**config.mk**
```make
export PLATFORM = sky130hd
export DESIGN_NAME = snd_frac_cen
export DESIGN_NICKNAME = d
export VERILOG_FILES = /design/src/logic/snd_frac_cen.sv
export SDC_FILE = /design/constraint.sdc
export NUM_CORES = 1
export LEC_CHECK = 0
export BUFFER_PORTS_ARGS = -buffer_cell sky130_fd_sc_hd__buf_2
export CAP_MARGIN = 10
export CORE_MARGIN = 10
export CORE_UTILIZATION = 40
export CTS_CLUSTER_DIAMETER = 80
export DETAILED_ROUTE_END_ITERATION = 8
export SLEW_MARGIN = 20
export SYNTH_ARGS = -nofsm -noshare
export SYNTH_HDL_FRONTEND = slang
export SYNTH_SLANG_ARGS = --single-unit
export TNS_END_PERCENT = 100
```
**constraint.sdc**
```tcl
create_clock -name clk -period 2.5 [get_ports clk]
set_input_delay 0.125 -clock clk [delete_from_list [all_inputs] [get_ports clk]]
set_output_delay 0.125 -clock clk [all_outputs]
set_load 0.005 [all_outputs]
```
**src/logic/snd_frac_cen.sv**
```systemverilog
/* Fractional clock enable, n pulses every m clocks.
   Needs n <= m. Bit 1 of cen fires on every second bit 0 pulse.
   No reset, the accumulator starts from its power-up value. */
module snd_frac_cen #(
    parameter logic [9:0] n = 10'd1,
    parameter logic [9:0] m = 10'd48
) (
    input  logic       clk,
    output logic [1:0] cen = 2'b00
);

    logic [10:0] acc = '0;
    logic [10:0] acc_sum;
    logic        half = 1'b0;   // Toggles on each full-rate pulse

    assign acc_sum = acc + {1'b0, n};

    always_ff @(posedge clk) begin
        if (acc_sum >= {1'b0, m}) begin
            acc  <= acc_sum - {1'b0, m};   // Wrap, keep the remainder
            cen  <= {half, 1'b1};
            half <= ~half;
        end else begin
            acc <= acc_sum;
            cen <= 2'b00;
        end
    end

endmodule

```
# Word level (Yosys, flattened, before mapping)
# Index checks and enable logic that the tools add are counted.
# op_classes
add_sub_neg,2
order_cmp,1
mux,2
bitwise_logic,1
# ops
operator,n
$add A11 B1 Y11 const B,1
$ge A11 B6 Y1 const B,1
$mux W11,1
$sub A11 B6 Y11 const B,1
$mux W1,1
$not A1 Y1,1
# totals
regBits,14
in_bits,1
out_inout_bits,2

# Logic depth before layout (Yosys ltp)
# Gate-level depths: netlist (run 1).
# depth
word_depth,3
ltp_mapped,8

# Worst setup path before layout (run 1)
# Ideal clock, no wire load.
# synth_path
kind,reg2reg
from,register acc[0]
to,register acc[6]
setup_ns,0.117
arrival_time_ns,1.891
setup_slack_ns,0.491
path_stages_with_launch,9
synth_period_minus_slack_ns,2.009
path_cell_list,dfxtp_1 -> ha_1 -> clkbuf_1 -> nand4_1 -> nor3_1 -> xnor2_1 -> nor2b_1 -> nand2_1 -> a32o_1
# synth_via
elab_chain_cells,3
# synth_rtl
element,line_no,rtl
"start, declared",12,logic [10:0] acc = '0;
"start signal, assigned",20,"acc <= acc_sum - {1'b0, m};"
"start signal, assigned",24,acc <= acc_sum;
$add A11 B1 Y11 *,16,"assign acc_sum = acc + {1'b0, n};"
$sub A11 B6 Y11 or $ge A11 B6 Y1 (tied branches),"20, 19",
$mux W11 *,19,"if (acc_sum >= {1'b0, m}) begin"
# Mark *: on every way between the ends. The rest lies on a longest branch, timed or not.
# A chain may end at the register's enable or synchronous reset.

# Final worst setup path (run 1)
# Same ends and word-level chain as after synthesis.

==> results of run 1 <==
-- cell type report --
cell class              count  area (µm²)
repair buffers              2        10.0
fillers                   163         820
inverters                   4        15.0
multi-input cells          55         385
clock buffers               4        36.3
well taps                  16        20.0
flip-flops and latches     14         290
-- metal layers --
layer	track usage (%)	part of all wire, %
met1	9.48	49
met2	11.1	44
met3	4.32	6.9
met4	1.91	0
met5	0	0
-- registers in the layout, indices dropped and copies added, names as in the netlist --
name,flops
half,1
acc,11
cen,2
-- where the power goes --
part	switching (mW)	internal [mW]	total [mW]
Combinational	0	0	0.000000144
Clock	0.0804	0.0887	0.169
Sequential	0	0.225	0.225
-- metrics by stage --
stage	area (µm²)	cells
after floorplan	694	74
after global placement	721	91
after detailed placement	721	91
after CTS	757	95
after global routing	757	95
final	757	95
-- cells by family (layout without fill, tap and decap cells) --
| group | count (synthesis) | in the layout |
|---|---|---|
| and+or+nand+nor | 25 | 25 |
| AOI/OAI and AO/OA | 17 | 17 |
| DFF | 14 | 14 |
| xor gates and xnor gates | 12 | 12 |
| buffers and inverters | 5 | 10 |
| adders and majority gates | 1 | 1 |
-- cell usage in the layout (no fill, tap or decap) --
master,instances
xnor2_1,7
o21ai_1,1
inv_1,4
buf_2,2
clkbuf_8,1
nand2_1,6
a21oi_1,4
o21ai_0,2
o311ai_0,1
a32o_1,1
ha_1,1
a2bb2oi_2,1
or2_2,1
a21oi_2,1
nor2_1,4
a31oi_1,2
nor3_1,3
nand3_4,1
nand4_1,1
or4_4,1
xor2_1,5
o2bb2ai_1,1
nand3_1,2
a211oi_1,1
and3_1,1
nor2b_1,1
or3_1,1
or2_4,1
nor4_1,1
o31ai_1,2
clkbuf_4,3
dfxtp_1,13
and4_1,1
edfxtp_1,1
-- worst max-delay path: stages, from the launching register on --
cell and delay (ns):
dfxtp_1 0.40, ha_1 0.33, nand4_1 0.19, nor3_1 0.26
xnor2_1 0.18, nor2b_1 0.29, nand2_1 0.18, a32o_1 0.23
-- worst min-delay path by stage --
stage                       from     end  slack, ns  cells past startpoint
after global placement    acc[0]  acc[0]       0.41                      1
final                     acc[0]  acc[0]       0.44                      1
after floorplan           acc[0]  acc[0]       0.40                      1
after global routing      acc[0]  acc[0]       0.47                      1
after detailed placement  acc[0]  acc[0]       0.42                      1
after CTS                 acc[0]  acc[0]       0.44                      1
==> run_results.csv, run 1 <==
group,metric,value,unit
clock_tree,tritoncts,"yes",
routing,route.antenna.remaining_nets,0,
floorplanning,core_area,1580,µm²
logic_synthesis,avgSynthCellArea,9.38,µm²
clock_tree,clockRootBuffer,"clkbuf_4",
timing,skew,0.00552,ns
logic_synthesis,synth_nets,76,
clock_tree,cts_setup_buffers,0,
grt,antenna_found_initial,0,
timing,worst_pin_slew,0.345,ns
clock_tree,clk_pin_slew_worst_paths,0.09,ns
final_layout,fin_util,48.0,%
timing,finalCritPeriodShare,87.2,%
logic_synthesis,synth_seq_cells,14,
logic_synthesis,yosys_warnings,0,
floorplanning,dieArea,3800,µm²
setup_path,crit_path_start_kind,"register",
power_and_ir_drop,leakage,0.281,nW
placement,post-place-ws,0.333,ns
power_and_ir_drop,total_power,394,µW
routing,detail_route.wl_per_cell,13.1,µm
setup_path,crit_fanout,8,
timing,maxSlewHeadroom,76.8,%
logic_synthesis,synth.area.top_cells,"dfxtp_1 37%, xnor2_1 8.8%, xor2_1 6.3%",
final_layout,nets,82,
timing,setup_slack,0.321,ns
power_and_ir_drop,p_per_area,521,nW/µm²
min_path,hp-class,"reg2reg",
floorplanning,die_h,61.7,µm
grt,track_usage,7.64,%
logic_synthesis,netlist_instances,74,
final_layout,diodes,0,
routing,wirelength,1240,µm
flow_run,cap_violations,0,
timing,setup_viol,0,
setup_path,cp-endpoint,"acc[6]",
logic_synthesis,yosysTopAreaCell,"dfxtp_1",
floorplanning,initial_core_util,44.0,%
timing,finalHoldViolations,0,
floorplanning,io_pins,3,
clock_tree,clkSinkCount,14,
clock_tree,cts_htree_levels,1,
timing,slew_violations,0,
setup_path,r2r-start,"acc[0]",
logic_synthesis,synth-xor-area-share,15.1,%
timing,grt_setup_unrepaired,"no",
grt,overflow,0,
final_layout,drive_gt1_share,15.2,%
clock_tree,cts_buffers,3,
grt,grt_pass1_vias,496,
logic_synthesis,ys_types,32,
routing,drc,0,
setup_path,end_kind,"register",
clock_tree,cts.repair.resized,0,
logic_synthesis,synth_common_cells,"13 x dfxtp_1, 7 x xnor2_1, 6 x nand2_1",
routing,vias,533,
setup_path,worstSetupStartpoint,"acc[0]",
timing,fmax,459,MHz
grt,grt_pass1_wl,2190,µm
clock_tree,cts.hold.buffers_added,0,
setup_path,cp.required,2.68,ns
clock_tree,clock_latency,0.29,ns
placement,port_buffers,2,
logic_synthesis,synth-compound-area-share,17.5,%
logic_synthesis,synth_top_area_share,37.5,%
status,status,"completed",
logic_synthesis,yosysSeqAreaShare,41.8,%
setup_path,r2r-end,"acc[6]",
logic_synthesis,ys_async_sr_fraction,0,%
grt,grt_max_degree,10,
routing,vias_per_cell,5.61,
timing,period_minus_slack,2.18,ns
floorplanning,die_w,61.7,µm
setup_path,r2r_slack,0.32,ns
logic_synthesis,syn-cell-area,694,µm²
timing,setup-tns-final,0,ns
placement,routabilityCongestion,0.804,
logic_synthesis,yosys_most_used_dff,"dfxtp_1",
floorplanning,rows,14,
final_layout,area_growth,9.01,%
logic_synthesis,yosysMostFrequentCell,"dfxtp_1",
timing,holdWs,0.436,ns
clock_tree,clk_path_buf_depth,2,
logic_synthesis,synth_mux_area_share,0,%
logic_synthesis,synth_top_family_by_area,"simple AND/OR/NAND/NOR gates",
setup_path,critPathArrivalTime,2.36,ns
setup_path,critPathKind,"reg2reg",
logic_synthesis,synth-simple-area-share,21.1,%
placement,hpwl,894,µm
routing,first_pass_iters,5,
setup_path,reg2regPathDepth,7,
power_and_ir_drop,ir_drop,0.324,mV
logic_synthesis,synth_fa_ha_area_share,1.80,%
routing,drtIter0Drc,11,
logic_synthesis,synth_edf_count,1,
No activity file was read; power rests on OpenSTA's default activity.
==> run 2: changes to the inputs <==
--- a/config.mk
+++ b/config.mk
@@ -5,12 +5,12 @@
 export SDC_FILE = /design/constraint.sdc
 export NUM_CORES = 1
 export LEC_CHECK = 0
-export BUFFER_PORTS_ARGS = -buffer_cell sky130_fd_sc_hd__buf_2
 export CAP_MARGIN = 10
 export CORE_MARGIN = 10
 export CORE_UTILIZATION = 40
 export CTS_CLUSTER_DIAMETER = 80
 export DETAILED_ROUTE_END_ITERATION = 8
+export DONT_BUFFER_PORTS = 1
 export SLEW_MARGIN = 20
 export SYNTH_ARGS = -nofsm -noshare
 export SYNTH_HDL_FRONTEND = slang
==> run_results.csv, run 2 (synthesis gave the netlist of run 1 again) <==
group,metric,value,unit
setup_path,end_kind,"register",
setup_path,path_depth,8,
clock_tree,cts_htree_levels,1,
routing,first_pass_iters,4,
final_layout,largest_reg_flops,11,
timing,finalCritPeriodShare,83.5,%
clock_tree,tritoncts,"yes",
power_and_ir_drop,swShare,19.3,%
min_path,hold_path_depth,1,
placement,dpl_cell_area,718,µm²
timing,grt_setup_unrepaired,"no",
floorplanning,dieArea,3800,µm²
setup_path,path_delay_family,"simple AND/OR/NAND/NOR gates",
timing,holdWs,0.432,ns
power_and_ir_drop,ir_drop,0.409,mV
grt,grt_pass1_vias,505,
power_and_ir_drop,p_int,314,µW
setup_path,cp.required,2.68,ns
routing,vias_per_cell,5.70,
final_layout,max_flop_register,"acc",
timing,maxSlewHeadroom,80.0,%
timing,finalHoldViolations,0,
floorplanning,core_area,1580,µm²
routing,drc,0,
power_and_ir_drop,seq_power_share,57.9,%
clock_tree,cts_setup_buffers,0,
timing,setup_viol,0,
status,status,"completed",
power_and_ir_drop,clockPowerShare,42.1,%
timing,skew,0.00607,ns
clock_tree,clk_pin_slew_worst_paths,0.09,ns
clock_tree,cts_buffers,3,
final_layout,stdcell_area,754,µm²
setup_path,crit_fanout,8,
routing,detail_route.wl_per_cell,12.5,µm
floorplanning,die_h,61.7,µm
floorplanning,initial_core_util,44.0,%
flow_run,cap_violations,0,
power_and_ir_drop,combPwrFrac,0,%
clock_tree,cts.hold.buffers_added,0,
final_layout,fin_util,47.9,%
grt,grt_pass1_wl,2230,µm
clock_tree,clk_path_buf_depth,2,
setup_path,critPathArrivalTime,2.26,ns
routing,vias,536,
setup_path,cpPeakStageDelay,0.40,ns
final_layout,diodes,0,
power_and_ir_drop,p_per_area,515,nW/µm²
clock_tree,clockRootBuffer,"clkbuf_4",
grt,track_usage,7.81,%
setup_path,reg2regPathDepth,8,
final_layout,area_growth,8.65,%
final_layout,nets,81,
power_and_ir_drop,switchingPower,74.9,µW
placement,port_buffers,0,
final_layout,layout_commonest_cell,"dfxtp_1",
timing,fmax,479,MHz
setup_path,cp_slowest_cell,"dfxtp_1",
timing,period_minus_slack,2.09,ns
routing,wirelength,1170,µm
floorplanning,rows,14,
grt,antenna_found_initial,0,
setup_path,path_buf_inv,1,
floorplanning,io_pins,3,
grt,overflow,0,
final_layout,drive_gt1_share,14.1,%
timing,setup-tns-final,0,ns
timing,slew_violations,0,
setup_path,crit_path_frequent_cell,"xnor2_1",
timing,worst_pin_slew,0.297,ns
min_path,hp-class,"reg2reg",
placement,hpwl,856,µm
setup_path,critPathKind,"reg2reg",
clock_tree,cts.repair.resized,0,
clock_tree,clock_latency,0.28,ns
grt,grt_max_degree,10,
floorplanning,die_w,61.7,µm
setup_path,worstPathCellList,"ha_1 -> nand4_1 -> nor3_1 -> xnor2_1 -> nor2b_1 -> buf_4 -> or2_4 -> xnor2_1",
routing,drtIter0Drc,13,
clock_tree,clkSinkCount,14,
power_and_ir_drop,leakage,0.275,nW
routing,route.antenna.remaining_nets,0,
setup_path,crit_path_start_kind,"register",
placement,routabilityCongestion,0.776,
final_layout,top_regs,"acc (11), cen (2), half (1)",
final_layout,layout_common_cells,"13 x dfxtp_1, 7 x xnor2_1, 6 x nand2_1",
## run 2: routing by layer
layer	track usage, %	part of all wire [%]
met1	9.47	51
met2	11.1	43
met3	4.32	5.1
met4	3.18	1.4
met5	0	0
## run 2: metrics by stage
step	cells	power [mW]	setup WS [ns]
floorplan	74	0.230	0.491
global route	94	0.401	0.210
finish	94	0.389	0.413
detailed placement	90	0.230	0.396
CTS	94	0.395	0.379
global placement	90	0.230	0.395
## run 2: path summary, 6_finish.rpt
check                               to   start  slack (ns)
worst max-delay path            acc[8]  acc[0]        0.41
worst min-delay path            acc[0]  acc[0]        0.43
worst min register to register  acc[0]  acc[0]        0.43
worst max register to register  acc[8]  acc[0]        0.41
## run 2: cell type report
class / count / area (µm²)
fill: 151 / 822
multi-input combinational: 55 / 385
sequential: 14 / 290
clock buffer: 4 / 36.3
tap: 16 / 20.0
inverter: 4 / 15.0
timing repair buffer: 1 / 7.51
## run 2: worst reg2reg max path: stages, from the launching register on
cell and delay, ns:
dfxtp_1 0.40, ha_1 0.33, nand4_1 0.20, nor3_1 0.27
xnor2_1 0.13, nor2b_1 0.17, buf_4 0.15, or2_4 0.23
xnor2_1 0.12
## run 2: power groups by stage
stage | Combinational [mW] | Sequential [mW] | Clock (mW)
final | 0.000000138 | 0.225 | 0.164
after global routing | 0.000000138 | 0.225 | 0.176
after CTS | 0.000000138 | 0.225 | 0.170
after detailed placement | 0.000000138 | 0.230 | 0
after global placement | 0.000000138 | 0.230 | 0
after floorplan | 0.000000134 | 0.230 | 0
