[src/logic/snd_pkg.sv]
/* Shared types and constants for the sound board.
   Bus levels are active high. Clock-enable ratios assume a 48 MHz clk.
   The step table covers the 49 steps of the 4-bit ADPCM chip. */
package snd_pkg;

    typedef struct packed {
        logic [15:0] addr;
        logic [7:0]  dout;   // Write data from the CPU
        logic        mreq;
        logic        wr;
    } cpu_bus_t;

    typedef struct packed {
        logic rom;
        logic ram;
        logic fm;
        logic oki;
        logic bank;
        logic oki7;
        logic latch0;
        logic latch1;
    } dev_sel_t;

    // ADPCM command byte, top bit tells the two apart
    typedef union packed {
        struct packed {
            logic       start;
            logic [6:0] phrase;
        } play;
        struct packed {
            logic       zero;
            logic [6:0] ignored;
        } stop;
    } adpcm_cmd_u;

    localparam logic [3:0] IO_PAGE  = 4'hF;
    localparam logic [3:0] RAM_PAGE = 4'hD;

    localparam logic [9:0] FM_CEN_N  = 10'd3;   // 3.6 MHz
    localparam logic [9:0] FM_CEN_M  = 10'd40;
    localparam logic [9:0] OKI_CEN_N = 10'd1;   // 1 MHz
    localparam logic [9:0] OKI_CEN_M = 10'd48;

    localparam logic [7:0] ADPCM_DIV_FAST  = 8'd132;
    localparam logic [7:0] ADPCM_DIV_SLOW  = 8'd165;
    localparam logic [7:0] ADPCM_STOP_BYTE = 8'h80;

    localparam logic [10:0] STEP_TABLE [49] = '{
        11'd16,   11'd17,   11'd19,   11'd21,   11'd23,   11'd25,   11'd28,
        11'd31,   11'd34,   11'd37,   11'd41,   11'd45,   11'd50,   11'd55,
        11'd60,   11'd66,   11'd73,   11'd80,   11'd88,   11'd97,   11'd107,
        11'd118,  11'd130,  11'd143,  11'd157,  11'd173,  11'd190,  11'd209,
        11'd230,  11'd253,  11'd279,  11'd307,  11'd337,  11'd371,  11'd408,
        11'd449,  11'd494,  11'd544,  11'd598,  11'd658,  11'd724,  11'd796,
        11'd876,  11'd963,  11'd1060, 11'd1166, 11'd1282, 11'd1411, 11'd1552
    };

    localparam logic signed [4:0] INDEX_ADJ [8] = '{
        -5'sd1, -5'sd1, -5'sd1, -5'sd1, 5'sd2, 5'sd4, 5'sd6, 5'sd8
    };

endpackage
[src/logic/snd_adpcm.sv]
/* Single-voice 4-bit ADPCM phrase player.
   Phrases start at phrase * 2048 and end on the stop byte or a stop command.
   A fetch still pending when a sample is due stalls the voice.
   No volume and no phrase header table. */
module snd_adpcm (
    input  logic               rst,
    input  logic               clk,
    input  logic               cen,
    input  logic               ss,
    input  logic               wr_strobe,
    input  logic [7:0]         wdata,
    output logic [7:0]         status,
    output logic [17:0]        rom_addr,
    output logic               rom_cs,
    input  logic [7:0]         rom_data,
    input  logic               rom_ok,
    output logic signed [13:0] sound
);
    import snd_pkg::*;

    adpcm_cmd_u         cmd;
    logic               wr_last;
    logic               wr_edge;
    logic               playing;
    logic               pending;    // ROM fetch in flight
    logic               hi_nib;
    logic               sample_go;
    logic [7:0]         cur_byte;
    logic [7:0]         div_cnt;
    logic [7:0]         div_end;
    logic [5:0]         step_idx;
    logic signed [11:0] pred;
    logic [3:0]         nib;
    logic [10:0]        step;
    logic [11:0]        mag;
    logic signed [13:0] sum;
    logic signed [11:0] pred_next;
    logic signed [7:0]  idx_sum;
    logic [5:0]         idx_next;

    assign cmd       = wdata;
    assign wr_edge   = wr_strobe && !wr_last;   // One action per bus write
    assign div_end   = ss ? ADPCM_DIV_FAST - 8'd1 : ADPCM_DIV_SLOW - 8'd1;
    assign sample_go = playing && cen && div_cnt >= div_end && !pending;
    assign status    = {7'd0, playing};
    assign rom_cs    = pending;

    always_comb begin
        nib  = hi_nib ? cur_byte[7:4] : cur_byte[3:0];
        step = STEP_TABLE[step_idx];
        mag  = {4'd0, step[10:3]};
        if (nib[0]) mag = mag + {3'd0, step[10:2]};
        if (nib[1]) mag = mag + {2'd0, step[10:1]};
        if (nib[2]) mag = mag + {1'b0, step};
        sum = {{2{pred[11]}}, pred};
        if (nib[3]) begin
            sum = sum - $signed({2'b00, mag});   // Sign bit
        end else begin
            sum = sum + $signed({2'b00, mag});
        end
        // Clamp to 12 bits
        if (sum > 14'sd2047) begin
            pred_next = 12'sd2047;
        end else if (sum < -14'sd2048) begin
            pred_next = -12'sd2048;
        end else begin
            pred_next = sum[11:0];
        end
        idx_sum = $signed({2'b00, step_idx}) + 8'(INDEX_ADJ[nib[2:0]]);
        if (idx_sum < 8'sd0) begin
            idx_next = 6'd0;
        end else if (idx_sum > 8'sd48) begin
            idx_next = 6'd48;
        end else begin
            idx_next = idx_sum[5:0];
        end
    end

    always_ff @(posedge clk or posedge rst) begin
        if (rst) begin
            wr_last  <= 1'b0;
            playing  <= 1'b0;
            pending  <= 1'b0;
            hi_nib   <= 1'b1;
            div_cnt  <= '0;
            step_idx <= '0;
            pred     <= '0;
            sound    <= '0;
        end else begin
            wr_last <= wr_strobe;
            if (wr_edge) begin
                if (cmd.play.start) begin
                    playing  <= 1'b1;
                    pending  <= 1'b1;   // First byte fetch
                    hi_nib   <= 1'b1;
                    div_cnt  <= '0;
                    step_idx <= '0;
                    pred     <= '0;
                end else if (!cmd.stop.zero) begin
                    playing <= 1'b0;
                    pending <= 1'b0;
                    sound   <= '0;
                end
            end else if (playing) begin
                if (pending && rom_ok) begin
                    pending <= 1'b0;
                    if (rom_data == ADPCM_STOP_BYTE) begin
                        playing <= 1'b0;   // End of phrase
                        sound   <= '0;
                    end
                end
                if (cen && div_cnt < div_end) begin
                    div_cnt <= div_cnt + 8'd1;
                end
                if (sample_go) begin
                    div_cnt  <= '0;
                    pred     <= pred_next;
                    step_idx <= idx_next;
                    sound    <= {pred_next, 2'b00};
                    hi_nib   <= !hi_nib;
                    if (!hi_nib) begin
                        pending <= 1'b1;   // Low nibble done, next byte
                    end
                end
            end
        end
    end

    always_ff @(posedge clk) begin
        if (wr_edge && cmd.play.start) begin
            rom_addr <= {cmd.play.phrase, 11'd0};
        end else if (sample_go && !hi_nib) begin
            rom_addr <= rom_addr + 18'd1;
        end
        if (pending && rom_ok) begin
            cur_byte <= rom_data;
        end
    end

endmodule

[config.mk]
export PLATFORM = sky130hd
export DESIGN_NAME = snd_adpcm
export DESIGN_NICKNAME = d
export VERILOG_FILES = /design/src/logic/snd_pkg.sv /design/src/logic/snd_adpcm.sv
export SDC_FILE = /design/constraint.sdc
export NUM_CORES = 1
export LEC_CHECK = 0
export ABC_CLOCK_PERIOD_IN_PS = 11600
export BUFFER_PORTS_ARGS = -buffer_cell sky130_fd_sc_hd__buf_2
export CAP_MARGIN = 20
export CELL_PAD_IN_SITES_DETAIL_PLACEMENT = 1
export CELL_PAD_IN_SITES_GLOBAL_PLACEMENT = 2
export CORE_MARGIN = 10
export CORE_UTILIZATION = 35
export CTS_BUF_LIST = sky130_fd_sc_hd__clkbuf_2 sky130_fd_sc_hd__clkbuf_4 sky130_fd_sc_hd__clkbuf_8
export CTS_CLUSTER_DIAMETER = 100
export CTS_CLUSTER_SIZE = 20
export DETAILED_ROUTE_END_ITERATION = 8
export PLACE_DENSITY_LB_ADDON = 0.1
export SKIP_LAST_GASP = 1
export SLEW_MARGIN = 20
export SYNTH_ARGS = -nofsm -noshare
export SYNTH_HDL_FRONTEND = slang
export SYNTH_SLANG_ARGS = --single-unit
[constraint.sdc]
create_clock -name clk -period 11.6 [get_ports clk]
set_clock_uncertainty 0.05 [all_clocks]
set_input_delay 2.32 -clock clk [delete_from_list [all_inputs] [get_ports clk]]
set_output_delay 2.32 -clock clk [all_outputs]
set_load 0.02 [all_outputs]
Word-level counts from Yosys, hierarchy flattened
Memory sizes are Yosys's and may differ from the RTL's.
Cells that the tools add are included.
- add/sub/neg operators: 8
- multiply operators: 0
- divide/modulo/power cells: 0
- order comparisons: 8
- eq/ne operators: 3
- shifts and indexed selects: 0
- multiplexer cells: 49
- bitwise operators: 2
- reductions and logical operators: 20
- operator list (operator ; count):
    $mux W14 ; 7
    $mux W12 ; 8
    $mux W6 ; 7
    $mux W8 ; 5
    $mux W18 ; 2
    $mux W11 ; 2
    $add A18 B1 Y18 const B ; 1
    $add A12 B13 Y14 ; 1
    $gt A14 B12 Y1 const B ; 1
    $lt A14 B12 Y1 const B ; 1
    $mux W1 ; 14
    $sub A12 B13 Y14 ; 1
    $add A12 B10 Y12 ; 1
    $add A12 B11 Y12 ; 1
    $add A8 B9 Y10 ; 1
    $mux W10 ; 1
    $mux W5 ; 2
    $reduce_bool A3 Y1 ; 3
    $add A7 B5 Y8 ; 1
    $add A8 B1 Y8 const B ; 1
    $eq A8 B8 Y1 const B ; 1
    $ge A8 B8 Y1 ; 1
    $gt A8 B7 Y1 const B ; 1
    $logic_and A1 B1 Y1 ; 8
    other kinds (12) ; 18
- flip-flop bits (word level): 70
- bits in latches: 0
- bits in writable memories: 0
- bits in read-only memories: 744
- output and inout port bits: 41
- word-level logic and storage cells: 103
- memories: 2
- memory list (name ; depth ; bits a word ; rd ports ; clocked after memory_dff ; write ports ; line ; text):
    (name not given) ; 64 ; 11 ; 1 ; 0 ; 0 ; snd_adpcm.sv:50 ; step = STEP_TABLE[step_idx];
    (name not given) ; 8 ; 5 ; 1 ; 0 ; 0 ; snd_adpcm.sv:69 ; idx_sum = $signed({2'b00, step_idx}) + 8'(INDEX_ADJ[nib[2:0]]);

Depth between registers and ports, before layout
- depth after elaboration: 18
- gate-level depth with buffers: 45
- gate-level depth less buffers: 43

Worst setup path after synthesis
Ideal clock, no wire load.
- path type: flip-flop to flip-flop
- from: register step_idx[1]
- to: register sound[5]
- setup time: 0.144 ns
- data arrival time: 8.678 ns
- required time: 11.406 ns
- slack: 2.728 ns
- cell stages (with the launch flop): 44
- buffers on the path: 1
- cell sequence: dfrtp_1 > clkbuf_1 > inv_1 > ha_1 > inv_1 > a2111oi_0 > a21oi_1 > o22ai_1 > ha_1 > inv_1 > fa_1 > nor2b_1 > o22ai_1 > xnor2_1 > nand2_1 > nand2_1 > ha_1 > a21oi_1 > [... 8 more ...] > xor2_1 > o221ai_1 > nor4_4 > and2_1 > nor2_1 > xor2_1 > ha_1 > and2_1 > a221o_1 > or3_1 > o22ai_1 > or2_2 > a21oi_1 > nor2_1 > a211oi_1 > mux2i_1 > nand2b_4 > o311ai_2
- longest elaborated chain between the ends: 18
- elaborated cells on any way between the ends: 20
- classes of those cells: add/sub (5); order compare (2); mux (11); bitwise (1); memory (1)
- RTL lines (item ; line ; text):
    start, declared ; snd_adpcm.sv:31 ; logic [5:0] step_idx;
    start signal, assigned ; snd_adpcm.sv:118 ; step_idx <= idx_next;
    $not A6 Y7 (implied by the code) * ; snd_adpcm.sv:50 ;
    $mem_v2 Z64 W11 * ; -- ;
    $mux W11 (implied by the code) * (2 in a row) ; snd_adpcm.sv:50 ;
    $add A8 B9 Y10 ; snd_adpcm.sv:52 ; if (nib[0]) mag = mag + {3'd0, step[10:2]};
    $mux W10 ; snd_adpcm.sv:52 ;
    $add A12 B10 Y12 ; snd_adpcm.sv:53 ; if (nib[1]) mag = mag + {2'd0, step[10:1]};
    $mux W12 ; snd_adpcm.sv:53 ;
    $add A12 B11 Y12 ; snd_adpcm.sv:54 ; if (nib[2]) mag = mag + {1'b0, step};
    $mux W12 * ; snd_adpcm.sv:54 ;
    $add A12 B13 Y14 or $sub A12 B13 Y14 (tied branches) ; snd_adpcm.sv:59, snd_adpcm.sv:57 ;
    $mux W14 * ; snd_adpcm.sv:56 ; if (nib[3]) begin
    $lt A14 B12 Y1 ; snd_adpcm.sv:64 ; end else if (sum < -14'sd2048) begin
    $mux W12 ; snd_adpcm.sv:64 ;
    $mux W12 * ; snd_adpcm.sv:62 ; if (sum > 14'sd2047) begin
    $mux W14 * ; snd_adpcm.sv:115 ; if (sample_go) begin
    $mux W14 * ; snd_adpcm.sv:104 ; end else if (playing) begin
    $mux W14 * ; snd_adpcm.sv:91 ; if (wr_edge) begin
    end signal, assigned ; snd_adpcm.sv:119 ; sound <= {pred_next, 2'b00};
    end, declared ; snd_adpcm.sv:17 ; output logic signed [13:0] sound
Every way passes the cells marked *; elsewhere a longest branch is shown, timed or not. The select of a mux whose other input is x is not followed.
A chain may end at the register's enable or synchronous reset.

Final worst setup path
- from: register step_idx[1]
- to: register sound[12]
The elaborated chain is that of the path after synthesis.

==> tab_implementation.tex <==
\begin{tabular}{lr}
\hline
Metric & Value \\
\hline
\multicolumn{2}{l}{\textbf{Global routing}} \\
\quad Overflow left after global routing & 0 \\
\quad All-layer global routing usage & 17.6\% \\
\quad Number of antenna violations at the first check in global routing & 1 \\
\quad Pin count of the biggest net entering global routing & 43 \\
\quad Wire length of the first global-routing pass & 38600 um \\
\quad Vias in the first global route & 7144 \\
\multicolumn{2}{l}{\textbf{Synthesis}} \\
\quad Primary flip-flop cell chosen by synthesis mapping & sky130\_fd\_sc\_hd\_\_dfrtp\_1 \\
\quad Complex-gate fraction of the synthesized area & 26.4\% \\
\quad Synthesized-area fraction occupied by and/or/nand/nor cells & 22.5\% \\
\quad Adder and majority cell fraction of the synthesized area & 12.5\% \\
\quad Largest family of logic cells by synthesized area & compound AO/OA/AOI/OAI gates \\
\quad Number of cells produced by synthesis & 898 \\
\quad Number of warnings issued by yosys & 0 \\
\quad Synthesis-stage register bit count & 68 \\
\quad Synth Area in XOR/XNOR & 7.07\% \\
\quad Sequential area share after synthesis & 23.6\% \\
\quad Mapped cell area & 7290 sq um \\
\quad Distinct cells, synth & 96 \\
\quad Syn\_area\_per\_cell & 8.12 sq um \\
\quad Number of flops mapped to enable cells by yosys & 15 \\
\quad Share of flip-flops with an asynchronous set or reset & 61.8\% \\
\quad Post-synthesis mux area share & 2.64\% \\
\multicolumn{2}{l}{\textbf{Placed design}} \\
\quad Final Wtd Congestion & 0.840 \\
\quad Half-perimeter wire length after placement & 18900 um \\
\quad Port bufs & 53 \\
\multicolumn{2}{l}{\textbf{Setup path}} \\
\quad Setup crit end kind & flop \\
\quad Maximum fanout along the worst path & 18 \\
\quad Setup crit start & step\_idx[1] \\
\quad Critical path class & flop to flop \\
\quad Reg-to-Reg Start & step\_idx[1] \\
\quad CP peak stage delay & 690 ps \\
\quad End of the worst register-to-register path & sound[12] \\
\quad Cell count of the worst reg-to-reg path & 42 \\
\quad Register-to-register setup slack & 1120 ps \\
\quad Setup crit start kind & flop \\
\quad Worst-path cell with the longest stage delay & sky130\_fd\_sc\_hd\_\_dfrtp\_1 \\
\quad Crit-path most repeated cell & sky130\_fd\_sc\_hd\_\_ha\_1 \\
\quad Data required, critical path & 11740 ps \\
\quad Worst Setup EP & sound[12] \\
\quad WP data arrival & 10620 ps \\
\multicolumn{2}{l}{\textbf{Detailed routing}} \\
\quad Routed metal-1 wire length & 11100 um \\
\quad Via count of the routed design & 6819 \\
\quad Met3 Wirelength & 724 um \\
\quad Drt pass-1 iters & 4 \\
\quad Number of routed nets with antenna violations & 0 \\
\quad DRC violations left & 0 \\
\quad Detailed-routed wire length on met2 & 11400 um \\
\quad Sum of routed wire length over all layers & 23600 um \\
\quad Via density & 5.65 \\
\quad Number of design-rule violations left by the first detailed-router iteration & 287 \\
\quad Routed wirelength normalized by instance count & 19.6 um \\
\quad Top layer reached by signal wires & met4 \\
\multicolumn{2}{l}{\textbf{Clock tree}} \\
\quad TritonCTS Buffers & 9 \\
\quad Clock-pin slew on the worst setup and hold paths & 70 ps \\
\quad Post\_cts resized & 0 \\
\quad Sink count of the clock tree & 68 \\
\quad Clk buf depth & 2 \\
\quad Worst-Skew Late Latency & 350 ps \\
\quad Root Driver & sky130\_fd\_sc\_hd\_\_clkbuf\_8 \\
\quad Number of hold buffers added after cts & 0 \\
\quad H-tree lvl count & 3 \\
\quad CTS tree & done \\
\quad Post-CTS setup buffer count & 0 \\
\multicolumn{2}{l}{\textbf{Hold path}} \\
\quad Hold Path Stages & 2 \\
\quad HP Class & flop to flop \\
\multicolumn{2}{l}{\textbf{STA}} \\
\quad Final total negative setup slack & 0 ps \\
\quad Fmax & 95.4 MHz \\
\quad Pin slew with the least headroom to its limit & 993 ps \\
\quad Crit path time final & 10480 ps \\
\quad Tightest hold margin & 445 ps \\
\quad RSZ-0062 raised after global routing & false \\
\quad Worst slew margin relative to its limit & 33.8\% \\
\quad Final setup fails & 0 \\
\quad Final worst-path cycle share & 90.4\% \\
\quad Final hold violations & 0 \\
\quad Final count of pins violating max slew & 0 \\
\multicolumn{2}{l}{\textbf{Final layout}} \\
\quad Fill cells & 2507 \\
\quad Most common cell after layout, fill and taps aside & sky130\_fd\_sc\_hd\_\_nand2\_1 \\
\quad Syn-to-layout area delta & 8.44\% \\
\quad Net count, final & 1023 \\
\quad Fraction of final layout cells with drive strength greater than 1 & 12.2\% \\
\quad Utilization after layout & 38.8\% \\
\quad Commonest non-fill, non-tap cells in the layout & 105 x sky130\_fd\_sc\_hd\_\_nand2\_1, 86 x sky130\_fd\_sc\_hd\_\_nor2\_1, 65 x sky130\_fd\_sc\_hd\_\_ha\_1 \\
\multicolumn{2}{l}{\textbf{Die}} \\
\quad Width of the die & 164 um \\
\quad Die Span Y & 164 um \\
\quad Number of I/O pins & 63 \\
\quad Die Area & 27000 sq um \\
\quad Core Area & 20400 sq um \\
\quad Initial core utilization & 35.8\% \\
\quad Number of placement rows & 52 \\
\multicolumn{2}{l}{\textbf{Run status}} \\
\quad Run status & finished clean \\
\multicolumn{2}{l}{\textbf{Job}} \\
\quad Max-cap violation count & 0 \\
\hline
\end{tabular}
[registers in the layout (all words and copies together), names as in the netlist]
register  count
cur_byte      8
div_cnt       8
hi_nib        1
playing       1
pred         12
rom_addr     18
rom_cs        1
sound        12
step_idx      6
wr_last       1
[synth_stat cells (all sizes together) (5+ instances only)]
cell type,n,area (sq um)
o211ai,13,97.6
o22a,11,96.3
dfrtp,41,1030
or2,10,62.6
mux2i,12,136
and2,14,90.1
a31oi,5,31.3
o2111ai,5,43.8
fa,5,100
o22ai,11,75.1
nand4,5,31.3
xor2,31,272
o31ai,10,75.1
nor3,16,80.1
a2111oi,6,77.6
clkbuf,17,63.8
o21a,7,52.6
nor2,86,323
ha,65,813
buf,26,166
nand2b,20,133
a21oi,52,264
a211oi,18,148
inv,39,146
xnor2,27,244
and3,12,75.1
nand3,21,105
o21ai,63,330
nand2,105,394
a21o,10,75.1
dfxtp,11,220
nor2b,17,106
o311ai,10,118
edfxtp,15,450
[area by class of cell]
| cell class | instances | area (sq um) | area share [%] |
|---|---|---|---|
| Timing Repair Buffer | 57 | 295 | 3.73 |
| Inverter | 40 | 150 | 1.90 |
| Multi-Input combinational cell | 755 | 5220 | 66.0 |
| Clock inverter | 4 | 23.8 | 0.301 |
| Tap cell | 270 | 338 | 4.27 |
| Antenna cell | 1 | 2.50 | 0.0317 |
| Sequential cell | 68 | 1720 | 21.8 |
| Clock buffer | 12 | 153 | 1.93 |
[critical path: cells and delay by family, from the launching register on]
family	cells	cell delay, ps
AO/OA/AOI/OAI	14	3150
XOR/XNOR	4	920
adder cells (fa/ha/maj)	6	2070
buffers and inverters	3	420
flip-flops	1	690
multiplexers	1	400
AND/OR/NAND/NOR	14	2600
[layer usage]
metal	up-vias	track usage (%)
li1	3342	-
met3	26	2.55
met5	-	0
met1	3347	22.9
met2	104	29.7
met4	0	4.43
[cells by family after synthesis]
group           Yosys count
compound gates          268
simple gates            334
mux                      16
xor+xnor                 58
fa+ha+maj                70
other cells               1
buf+inv                  83
flops                    68
[through the flow]
stage	worst slack [ps]	area [sq um]	cells
global route	143	7910	1207
finish	1120	7910	1207
floorplan	2730	7320	906
detailed placement	1240	7730	1190
global placement	1690	7730	1190
CTS	1160	7900	1206
[worst min-delay path by stage]
stage	to	slack, ps	startpoint
6_report	sound[2]	450	sound[2]
5_1_grt	sound[2]	470	sound[2]
4_1_cts	sound[2]	450	sound[2]
3_5_place_dp	sound[11]	430	sound[11]
3_3_place_gp	sound[8]	420	sound[8]
2_1_floorplan	pred[0]	420	pred[0]
Power is left out: the tool's default activity adds up to more than one toggle a clock period on the data nets, which glitch-free logic cannot reach.
