--- src/logic/snd_pkg.sv ---
/* Shared types and constants for the sound board.
   Bus levels are active high. Clock-enable ratios assume a 48 MHz clk.
   The step table covers the 49 steps of the 4-bit ADPCM chip. */
package snd_pkg;

    typedef struct packed {
        logic [15:0] addr;
        logic [7:0]  dout;   // Write data from the CPU
        logic        mreq;
        logic        wr;
    } cpu_bus_t;

    typedef struct packed {
        logic rom;
        logic ram;
        logic fm;
        logic oki;
        logic bank;
        logic oki7;
        logic latch0;
        logic latch1;
    } dev_sel_t;

    // ADPCM command byte, top bit tells the two apart
    typedef union packed {
        struct packed {
            logic       start;
            logic [6:0] phrase;
        } play;
        struct packed {
            logic       zero;
            logic [6:0] ignored;
        } stop;
    } adpcm_cmd_u;

    localparam logic [3:0] IO_PAGE  = 4'hF;
    localparam logic [3:0] RAM_PAGE = 4'hD;

    localparam logic [9:0] FM_CEN_N  = 10'd3;   // 3.6 MHz
    localparam logic [9:0] FM_CEN_M  = 10'd40;
    localparam logic [9:0] OKI_CEN_N = 10'd1;   // 1 MHz
    localparam logic [9:0] OKI_CEN_M = 10'd48;

    localparam logic [7:0] ADPCM_DIV_FAST  = 8'd132;
    localparam logic [7:0] ADPCM_DIV_SLOW  = 8'd165;
    localparam logic [7:0] ADPCM_STOP_BYTE = 8'h80;

    localparam logic [10:0] STEP_TABLE [49] = '{
        11'd16,   11'd17,   11'd19,   11'd21,   11'd23,   11'd25,   11'd28,
        11'd31,   11'd34,   11'd37,   11'd41,   11'd45,   11'd50,   11'd55,
        11'd60,   11'd66,   11'd73,   11'd80,   11'd88,   11'd97,   11'd107,
        11'd118,  11'd130,  11'd143,  11'd157,  11'd173,  11'd190,  11'd209,
        11'd230,  11'd253,  11'd279,  11'd307,  11'd337,  11'd371,  11'd408,
        11'd449,  11'd494,  11'd544,  11'd598,  11'd658,  11'd724,  11'd796,
        11'd876,  11'd963,  11'd1060, 11'd1166, 11'd1282, 11'd1411, 11'd1552
    };

    localparam logic signed [4:0] INDEX_ADJ [8] = '{
        -5'sd1, -5'sd1, -5'sd1, -5'sd1, 5'sd2, 5'sd4, 5'sd6, 5'sd8
    };

endpackage
--- src/logic/snd_din_mux.sv ---
/* Read-data mux in two registered stages.
   Data is valid 2 clocks after the selects, 3 after the bus.
   Priority is device, then latch, then memory, else 0xFF. */
module snd_din_mux (
    input  logic              clk,
    input  snd_pkg::dev_sel_t sel,
    input  logic              rom_cs,
    input  logic [7:0]        rom_data,
    input  logic [7:0]        ram_q,
    input  logic [7:0]        fm_din,
    input  logic [7:0]        oki_dout,
    input  logic [7:0]        latch0,
    input  logic [7:0]        latch1,
    output logic [7:0]        din
);

    logic [7:0] dev_q;
    logic [7:0] lat_q;
    logic [7:0] mem_q;
    logic       dev_v;
    logic       lat_v;
    logic       mem_v;

    // Stage 1, one candidate per group
    always_ff @(posedge clk) begin
        dev_q <= sel.fm ? fm_din : oki_dout;
        dev_v <= sel.fm | sel.oki;
        lat_q <= sel.latch0 ? latch0 : latch1;
        lat_v <= sel.latch0 | sel.latch1;
        mem_q <= sel.ram ? ram_q : rom_data;
        mem_v <= sel.ram | rom_cs;
    end

    // Stage 2, fixed priority
    always_ff @(posedge clk) begin
        if (dev_v) begin
            din <= dev_q;
        end else if (lat_v) begin
            din <= lat_q;
        end else if (mem_v) begin
            din <= mem_q;
        end else begin
            din <= 8'hFF;   // Open bus
        end
    end

endmodule

--- config.mk ---
export PLATFORM = sky130hd
export DESIGN_NAME = snd_din_mux
export DESIGN_NICKNAME = d
export VERILOG_FILES = /design/src/logic/snd_pkg.sv /design/src/logic/snd_din_mux.sv
export SDC_FILE = /design/constraint.sdc
export NUM_CORES = 1
export LEC_CHECK = 0
export BUFFER_PORTS_ARGS = -buffer_cell sky130_fd_sc_hd__clkbuf_2
export CAP_MARGIN = 20
export CORE_UTILIZATION = 44
export CTS_BUF_LIST = sky130_fd_sc_hd__clkbuf_8 sky130_fd_sc_hd__clkbuf_16
export CTS_CLUSTER_SIZE = 24
export DETAILED_ROUTE_END_ITERATION = 6
export PLACE_DENSITY = 0.85
export SYNTH_ARGS = -nofsm -noshare
export SYNTH_HDL_FRONTEND = slang
export SYNTH_SLANG_ARGS = --single-unit
--- constraint.sdc ---
create_clock -name clk -period 1.15 [get_ports clk]
set_input_delay 0.23 -clock clk [delete_from_list [all_inputs] [get_ports clk]]
set_output_delay 0.23 -clock clk [all_outputs]
set_load 0.01 [all_outputs]
Word level (Yosys, flattened, before mapping). Cells that the tools add are included.

Bits of input ports: 58. Flip-flop bits (word level): 35. Word-level logic and storage cells: 16. Output and inout bits: 8.

Muxes and demuxes: 6. Bitwise gates (word level): 3.

Operator list (count): $mux 8 (6); $or 1x1->1 (3).

Logic depth before layout (Yosys ltp). Gate-level depths: netlist of run 1.

Word-level depth: 3. Gate-level depth with buffers: 4.

Worst setup path before layout of run 1. OpenSTA, ideal clock, no wires.

Path kind: reg2reg. Start: register dev_v. End: register din[5]. Path slack: 0.274 ns. Library setup time: 0.084 ns. Arrival: 0.791 ns. Stages on the path, launching flop included: 4. Path through: dfxtp_1 -> buf_6 -> buf_2 -> o31ai_2.

Word-level cells in the longest chain between the ends: 1.

RTL lines: start: declaration (line snd_din_mux.sv:20) `logic dev_v;`; start signal: assignment (line snd_din_mux.sv:27) `dev_v <= sel.fm | sel.oki;`; $mux 8 (line snd_din_mux.sv:36) `if (dev_v) begin`; end signal: assignment (line snd_din_mux.sv:37) `din <= dev_q;`; end signal: assignment (line snd_din_mux.sv:39) `din <= lat_q;`; end signal: assignment (line snd_din_mux.sv:41) `din <= mem_q;`; end: declaration (line snd_din_mux.sv:14) `output logic [7:0] din`.

Every way passes these cells.

Worst setup path after layout of run 1.
Start: register din[3]. End: output port din[3].

No word-level cell between the ends.

==> metrics.md, run 1 <==
| Metric | Value |
|---|---|
| Outcome | complete, no violations |
| Maximum capacitance violations | 0 |
| Most frequent cells in the layout | clkbuf_2, dfxtp_1, mux2_1 |
| Final setup vio count | 0 |
| Hold Vio Cnt, Final | 0 |
| Initial DRC Count | 16 |
| Maximum vdd drop | 1160 uV |
| Share of layout cells above drive strength 1 | 0.5273 |
| Synth top area share | 0.5338 |
| CP max stage delay | ~0.33 ns |
| Crit path buffers/inverters | 1 |
| Vias in the first global route | 975 |
| Worst Tran Pin Value | between 0.2 and 0.25 ns |
| Synth Register Bits | 35 |
| Non-Filler Instances | roughly 200 |
| Die width | approximately 57 um |
| Fin. max-slew vios | 0 |
| First-pass GRT wire length | a little over 4000 um |
| Minimum hold slack | approximately 0.13 ns |
| Clock Latency Late Sink | between 0.2 and 0.3 ns |
| CTS resizes | 0 |
| Pint | roughly 2.0 mW |
| Final instance area | 1734 um2 |
| R2R setup slack | around 0.22 ns |
| Synth area leaders | dfxtp_1, mux2_1, nor3b_2 |
| Row count | 19 |
| CTS H-tree lvls | 2 |
| Area leader, netlist | dfxtp_1 |
| Via count | between 900 and 1k |
| Core outline area | ~2800 um2 |
| Routed WL | ~2400 um |
| Cells after synthesis | 100 |
| Switch share | 0.2234 |
| Placed Area | ~1600 um2 |
| Initial antenna violation count | 0 |
| Die area | 3205 um2 |
| CTS max path bufs | 2 |
| Dpl cells | between 150 and 200 |
| Synth warnings | 0 |
| Slowest-stage cell, CP | dfxtp_1 |
| Routed wire length per instance | 12.23 um |
| Nets@finish | around 220 |
| Largest net degree at the start of global routing | 17 |
| Clock sinks | 35 |
| I/O Pins | 66 |
| Syn_area_per_cell | 13.13 um2 |
| Post-route clock period utilization | 0.8425 |
| Worst Hold Class | input pin to flip-flop |
| Crit path capture type | output port |
| Final Skew | a little over 0.008 ns |
| TritonRoute pass-1 iters | 3 |
| Post-CTS Setup Inserts | 0 |
| Static Leak | about 0.81 nW |
| Crit path DAT | 0.74 ns |
| Post-synthesis sequential area ratio | 0.5338 |
| Via density | 4.714 |
| Power Density | between 1000 and 1500 nW/um2 |
| CTS tree | built |
| DP HPWL | ~1900 um |
| Comb power frac | 0.123 |
| CTS buffer count | 5 |
| Register share of total power | 0.534 |
| Crit start category | flip-flop |
| Number of remaining DRC errors | 0 |
| Crit Path Category | flip-flop to output port |
| F_max | around 1.0 GHz |
| IO Port Bufs | between 60 and 70 |
| Relative slew slack | 0.8488 |
| Share of power burned in the clock network | 0.343 |
| GRT Total Usage | 0.1743 |
| Placer Congestion | 0.6615 |
| Setup TNS Final | 0 ns |
| Number of inserted diodes | 0 |
| Synthesized Nets | 158 |
| RSZ-0062 raised after global routing | no |
| CP max FO | 1 |
| Hold Buf Count CTS | 0 |
| Commonest non-fill, non-tap cell in the layout | clkbuf_2 |
| Minimum clock period | ~0.97 ns |
| Sw Pwr | ~570 uW |
| Root buf cell | clkbuf_8 |
| Growth of design area from synthesis to finish | 32.13% |
| Synth cell types | 9 |
| Cells along the critical path | clkbuf_2 |
| Post-DRT Antenna Nets | 0 |
| Clock slew at reported path FFs | around 0.07 ns |
| CP required | just over 0.9 ns |
| Gr ovfl total | 0 |
| Mapped Area | between 1000 and 1500 um2 |
| Initial Util | 0.4719 |
| Top delay family on crit path | flip-flops |
| Die height | between 50 and 60 um |
-- cells in the mapped netlist --
cell type and number:
or2_1 3, nor3b_2 8, dfxtp_1 35, nand2_1 8, buf_6 2, o31ai_2 8
buf_2 4, nor2b_1 8, mux2_1 24
-- power by group through the flow --
stage / registers (mW) / clock network [mW] / logic (mW)
after floorplan: 1.39 / 0 / 0.163
after global placement: 1.38 / 0 / 0.304
after detailed placement: 1.38 / 0 / 0.316
after CTS: 1.36 / 0.896 / 0.318
after global routing: 1.36 / 0.949 / 0.345
final: 1.35 / 0.870 / 0.312
-- through the flow --
stage	power (mW)	util	setup WS [ns]
final	2.535	0.6235	0.1811
after global routing	2.656	0.6235	0.1480
after CTS	2.570	0.6235	0.1730
after detailed placement	1.698	0.5920	0.2123
after global placement	1.682	0.5920	0.2310
after floorplan	1.551	-	0.2743
-- final timing paths --
kind / from / endpoint / cells past startpoint
max: din[3] / din[3] / 1
min: sel[4] / dev_v / 2
max reg2reg: lat_v / din[1] / 3
min reg2reg: dev_q[1] / din[1] / 2
-- layout make-up --
cell class / count / area [um2]
Clock buffer: 6 / 82.58
Tap cell: 31 / 38.79
Timing Repair Buffer: 64 / 337.8
Sequential cell: 35 / 700.7
Clock inverter: 1 / 5.005
Multi-Input combinational cell: 59 / 569.3
Fill cell: 222 / 1047
-- logic make-up after synthesis --
group	after synthesis	synth area share
AO/OA/AOI/OAI	8	0.07627
buffers and inverters	6	0.03241
flip-flops	35	0.5338
multiplexers	24	0.2059
AND/OR/NAND/NOR	27	0.1516
-- worst reg2reg max path, stage by stage (launching register included) --
cell	delay [ns]
dfxtp_1	0.33
buf_12	0.15
nor3b_2	0.25
o31ai_2	0.09
-- state kept, by name (all words and copies together) (netlist names) --
signal / cells
din: 8
mem_q: 8
dev_v: 1
lat_v: 1
lat_q: 8
mem_v: 1
dev_q: 8
-- layer usage --
layer,global-route usage,wire (um),vias up
met5,0,0,-
met2,0.3126,1316,36
met4,0.07317,46,0
li1,-,-,471
met1,0.1730,886,412
met3,0.07604,149,5
No activity file was read; power rests on OpenSTA's default activity.
==> run 2, diff against run 1 <==
Settings changed: CORE_UTILIZATION 44 to 40, PLACE_DENSITY 0.85 to 0.81.
Clock period 1.15 ns to 0.8 ns, I/O delays scaled along.
==> run 2 against run 1 <==
  * The flow now finishes with violations (setup timing)
  * Via count is 2.8% higher
  * Sequential power rose by 47%
  * Die area up 9.6%
  * Design area rose by 4.3%
  * Cell count rose by 6.6%
  * Sequential cell count stayed put
  * Worst setup slack got worse by 0.26 ns
  * Core utilization decreased by 3.6 points
  * Clock skew shrank 0.0043 ns
  * Register-to-register slack got worse by 0.28 ns
  * Global-route usage decreased by 1.4 points
  * Clock power increased by 55%
  * Critical endpoint is now din[4]
  * Largest power group unchanged
  * Highest routed layer unchanged
==> metrics.md, run 2 (same netlist as run 1, synthesis figures left out) <==
| Metric | Value |
|---|---|
| Vias in the first global route | 894 (-8.3%) |
| Slowest-stage cell, CP | dfxtp_1 |
| Final Util | 0.5874 (-0.03608) |
| Placed Area | 1657 um2 (+0.61%) |
| CTS tree | built |
| Initial DRC Count | 6 (-10) |
| Root buf cell | clkbuf_8 |
| Nets@finish | 222 (-0.45%) |
| Routed wire length per instance | 12.12 um (-0.90%) |
| CTS max path bufs | 2 (unchanged) |
| Total Power | 3.791 mW (+50%) |
| CTS buffer count | 5 (unchanged) |
| Maximum capacitance violations | 0 (unchanged) |
| Minimum clock period | 0.8801 ns |
| Minimum hold slack | 0.04863 ns (-0.07935 ns) |
| Post-route clock period utilization | 1.100 |
| Die width | 59.28 um (+4.7%) |
| Growth of design area from synthesis to finish | 37.75% |
| Number of inserted diodes | 0 (unchanged) |
| Clock Latency Late Sink | 0.29 ns (about the same) |
| TritonRoute pass-1 iters | 3 (unchanged) |
| Gr ovfl total | 0 (unchanged) |
| Relative slew slack | 0.8293 (-0.01946) |
| Commonest non-fill, non-tap cell in the layout | clkbuf_2 |
| Final instance area | 1808 um2 (+4.3%) |
| Dpl cells | 201 (+6.3%) |
| Non-Filler Instances | 209 (+6.6%) |
| Static Leak | 0.8429 nW (+4.1%) |
| Post-Place Worst Slack | -0.1726 ns (-0.3849 ns) |
| Number of remaining DRC errors | 0 (unchanged) |
| CP required | 0.64 ns (-0.28 ns) |
| Setup TNS Final | -0.8858 ns (-0.8858 ns) |
| Power Density | 2097 nW/um2 (+43%) |
| Hold Vio Cnt, Final | 0 (unchanged) |
| Cells along the critical path | buf_2 |
| CP max FO | 1 (unchanged) |
| Worst Hold Class | input pin to flip-flop |
| Post-DRT Antenna Nets | 0 (unchanged) |
| Crit path DAT | 0.72 ns (-0.02 ns) |
| Crit path buffers/inverters | 1 (unchanged) |
| Largest net degree at the start of global routing | 17 (unchanged) |
| IO Port Bufs | 62 (unchanged) |
| Top delay family on crit path | flip-flops |
| CP max stage delay | 0.31 ns (-0.02 ns) |
| Routed WL | 2534 um (+5.7%) |
| Clock slew at reported path FFs | 0.07 ns (about the same) |
| CTS H-tree lvls | 2 (unchanged) |
| Outcome | complete, but fails checks |
| Failing checks | setup timing |
| Initial Util | 0.4264 (-0.04546) |
| Hold Buf Count CTS | 0 (unchanged) |
| First-pass GRT wire length | 3822 um (-5.1%) |
| GRT Total Usage | 0.1602 (-0.01407) |
| Final Skew | 0.004001 ns (-0.004282 ns) |
| Crit path capture type | output port |
| Die height | 59.28 um (+4.7%) |
| Share of layout cells above drive strength 1 | 0.5758 (+0.04848) |
| Crit Path Category | flip-flop to output port |
| Clock sinks | 35 (unchanged) |
| Die area | 3514 um2 (+9.6%) |
| F_max | ~1.1 GHz |
| I/O Pins | 66 (unchanged) |
| Final setup vio count | 16 (+16) |
| Placer Congestion | 0.6969 (+5.4%) |
| Worst Tran Pin Value | 0.2560 ns (+0.02920 ns) |
| Core outline area | 3078 um2 (+11%) |
| Via density | 4.545 (-3.6%) |
| Row count | 20 (+1) |
| FILL cells | 265 (+19%) |
| Fin. max-slew vios | 0 (unchanged) |
| Most frequent cells in the layout | clkbuf_2, dfxtp_1, mux2_1 |
| Via count | 950 (+2.8%) |
| Fin worst setup slack | -0.08015 ns (-0.2612 ns) |
| Crit start category | flip-flop |
| Maximum vdd drop | 1271 uV (+9.5%) |
| RSZ-0062 raised after global routing | yes |
| Initial antenna violation count | 0 (unchanged) |
-- run 2: changes by cell type in the layout (fill, tap and decap cells not counted), sizes merged --
cell	change
inv	+1
buf	+7
clkinv	-1
clkbuf	-7
-- run 2: final timing paths --
kind	start	endpoint	slack, ns	depth (start not counted)
max reg2reg	lat_v	din[2]	-0.06	2
max	din[4]	din[4]	-0.08	1
min reg2reg	dev_q[3]	din[3]	0.44	2
min	rom_cs	mem_v	0.05	2
-- run 2: layout make-up --
cell class | count | area [um2] | share of cell area
clock inverters | 1 | 3.754 | 0.002076
flip-flops and latches | 35 | 709.4 | 0.3924
multi-input cells | 59 | 594.3 | 0.3287
clock buffers | 7 | 96.34 | 0.05329
well taps | 44 | 55.05 | 0.03045
repair buffers | 63 | 349.1 | 0.1931
-- run 2: layer usage --
| metal | vias to the layer above | GRT usage | part of all wire |
|---|---|---|---|
| met5 | - | 0 | 0 |
| met4 | 0 | 0.08163 | 0.022 |
| met3 | 6 | 0.07424 | 0.070 |
| met2 | 35 | 0.2809 | 0.53 |
| met1 | 438 | 0.1566 | 0.38 |
| li1 | 471 | - | - |
-- run 2: timing repair --
item | CTS | global route
endpoints found under the setup margin | 16 | 16
setup buffers | 0 | 0
pin swaps | 3 | 0
endpoints found under the hold margin | 0 | 0
gates resized for setup | 9 | 14
-- run 2: power by group --
group | switching (mW) | leakage [nW] | internal, mW
Combinational | 0.175 | 0.492 | 0.291
Sequential | 0.0794 | 0.295 | 1.90
Clock | 0.578 | 0.0557 | 0.772
==> run 3, diff against run 2 <==
Settings changed: CORE_UTILIZATION 40 to 47, PLACE_DENSITY 0.81 to 0.89.
Clock period 0.8 ns to 1.1 ns, I/O delays scaled along.
==> run 3 against run 2 <==
  * The run now ends clean
  * Sequential share of layout area rose by 0.23 points
  * First-iteration DRC count fell by 83%
  * Core utilization up 10 points
  * Critical path depth unchanged
  * Hold slack better by 0.070 ns
  * Cell count down 6.2%
  * Worst setup slack better by 0.22 ns
  * Sequential power fell by 28%
  * Register-to-register slack better by 0.26 ns
  * Largest cell class unchanged
==> metrics.md, run 3 (same netlist as run 1, synthesis figures left out) <==
| Metric | Value |
|---|---|
| CP max FO | 1 (unchanged) |
| Crit Path Category | flip-flop to output port |
| Hold Vio Cnt, Final | 0 (unchanged) |
| CTS tree | built |
| Crit start category | flip-flop |
| I/O Pins | 66 (unchanged) |
| Switch share | 0.2065 (-0.01293) |
| Pint | 2.305 mW (-22%) |
| TritonRoute pass-1 iters | 2 (-1) |
| Setup TNS Final | 0 ns (+0.8858 ns) |
| Fin. max-slew vios | 0 (unchanged) |
| Post-Place Worst Slack | 0.1595 ns (+0.3321 ns) |
| Die height | 54.85 um (-7.5%) |
| Crit path buffers/inverters | 1 (unchanged) |
| CP required | 0.88 ns (+0.24 ns) |
| R2R depth | 3 (+1) |
| CTS resizes | 0 (-9) |
| Die width | 54.85 um (-7.5%) |
| Number of inserted diodes | 0 (unchanged) |
| Via density | 4.821 (+6.1%) |
| CTS buffer count | 5 (unchanged) |
| Clock slew at reported path FFs | 0.07 ns (about the same) |
| IO Port Bufs | 62 (unchanged) |
| Share of layout cells above drive strength 1 | 0.5301 (-0.04564) |
| RSZ-0062 raised after global routing | no |
| Post-route clock period utilization | 0.8713 |
| First-pass GRT wire length | 3601 um (-5.8%) |
| Power Density | 1636 nW/um2 (-22%) |
| Clock sinks | 35 (unchanged) |
| GRT Total Usage | 0.1862 (+0.02603) |
| Most frequent cells in the layout | clkbuf_2, dfxtp_1, mux2_1 |
| Sw Pwr | 600.0 uW (-28%) |
| DP HPWL | just under 2000 um |
| Outcome | complete, no violations |
| Largest net degree at the start of global routing | 17 (unchanged) |
| Share of power burned in the clock network | 0.398 (+0.042) |
| Slowest-stage cell, CP | dfxtp_1 |
| Core outline area | 2567 um2 (-17%) |
| Final Skew | 0.006328 ns (+0.002327 ns) |
| Post-CTS Setup Inserts | 0 (unchanged) |
| Placed Area | 1658 um2 (about the same) |
| Hold depth | 2 (unchanged) |
| Worst Hold Class | input pin to flip-flop |
| Crit path capture type | output port |
| CP max stage delay | 0.33 ns (+0.02 ns) |
| Static Leak | 0.8292 nW (-1.6%) |
| Final Util | 0.6915 (+0.1041) |
| Cells along the critical path | clkbuf_2 |
| Growth of design area from synthesis to finish | 35.27% |
| CTS H-tree lvls | 2 (unchanged) |
| Minimum clock period | between 0.9 and 1 ns |
| Fin worst setup slack | 0.1416 ns (+0.2217 ns) |
| Total Power | 2.905 mW (-23%) |
| Crit path DAT | 0.74 ns (+0.02 ns) |
| Row count | 18 (-10%) |
| Register share of total power | 0.487 (-0.034) |
| Comb power frac | 0.114 (-0.009) |
| Number of remaining DRC errors | 0 (unchanged) |
| Worst Tran Pin Value | 0.2437 ns (-0.01231 ns) |
| Gr ovfl total | 0 (unchanged) |
| Relative slew slack | 0.8376 (+0.008205) |
| Final instance area | 1775 um2 (-1.8%) |
| Maximum capacitance violations | 0 (unchanged) |
| Nets@finish | 223 (+0.45%) |
| Die area | 3008 um2 (-14%) |
| Initial antenna violation count | 0 (unchanged) |
| Post-DRT Antenna Nets | 0 (unchanged) |
| F_max | approximately 1.0 GHz |
| CTS max path bufs | 2 (unchanged) |
| Via count | 945 (-0.53%) |
| Maximum vdd drop | 1311 uV (+3.2%) |
| Root buf cell | clkbuf_8 |
| Initial DRC Count | 1 (-5) |
| Commonest non-fill, non-tap cell in the layout | clkbuf_2 |
| Initial Util | 0.5112 (+0.08479) |
| Routed wire length per instance | 12.30 um (+1.4%) |
| WP depth | 1 (unchanged) |
| Final setup vio count | 0 (-16) |
| Placer Congestion | 0.6584 (-5.5%) |
| Hold Buf Count CTS | 0 (unchanged) |
| Top delay family on crit path | flip-flops |
| Routed WL | 2410 um (-4.9%) |
| Vias in the first global route | 920 (+2.9%) |
| Clock Latency Late Sink | 0.28 ns (about the same) |
run 3: changes by cell type in the layout (fill, tap and decap cells not counted), sizes merged:
cell	change
bufinv	+1
clkinv	+1
clkbuf	+7
buf	-7
inv	-1
run 3: path summary, 6_finish.rpt:
check	start	slack, ns	to
setup / recovery	din[7]	0.14	din[7]
hold reg to reg	dev_q[0]	0.44	din[0]
hold / removal	sel[4]	0.12	dev_v
setup reg to reg	lat_v	0.20	din[3]
run 3: through the flow:
step                      cells  hold WS, ns
after floorplan             100       0.3171
after global placement      188       0.3993
after detailed placement    188       0.4047
after CTS                   196       0.1129
after global routing        196       0.1185
final                       196       0.1191
run 3: layout make-up:
type / instances / area, um2
Timing Repair Buffer: 64 / 350.3
Fill cell: 190 / 792.0
Clock buffer: 6 / 82.58
Tap cell: 30 / 37.54
Multi-Input combinational cell: 59 / 569.3
Sequential cell: 35 / 700.7
Clock inverter: 2 / 35.03
run 3: layer usage:
layer	part of all wire	GRT usage	wire length [um]	vias to the layer above
met4	0.019	0.1239	45	0
met2	0.54	0.3454	1298	38
met3	0.071	0.07222	170	7
met1	0.37	0.1613	895	427
met5	0	0	0	-
li1	-	-	-	473
run 3: power groups by stage:
stage | logic [mW] | clock network, mW | registers [mW]
floorplan | 0.170 | 0 | 1.45
global placement | 0.322 | 0 | 1.44
detailed placement | 0.336 | 0 | 1.45
CTS | 0.340 | 1.18 | 1.42
global route | 0.370 | 1.24 | 1.42
finish | 0.332 | 1.16 | 1.42
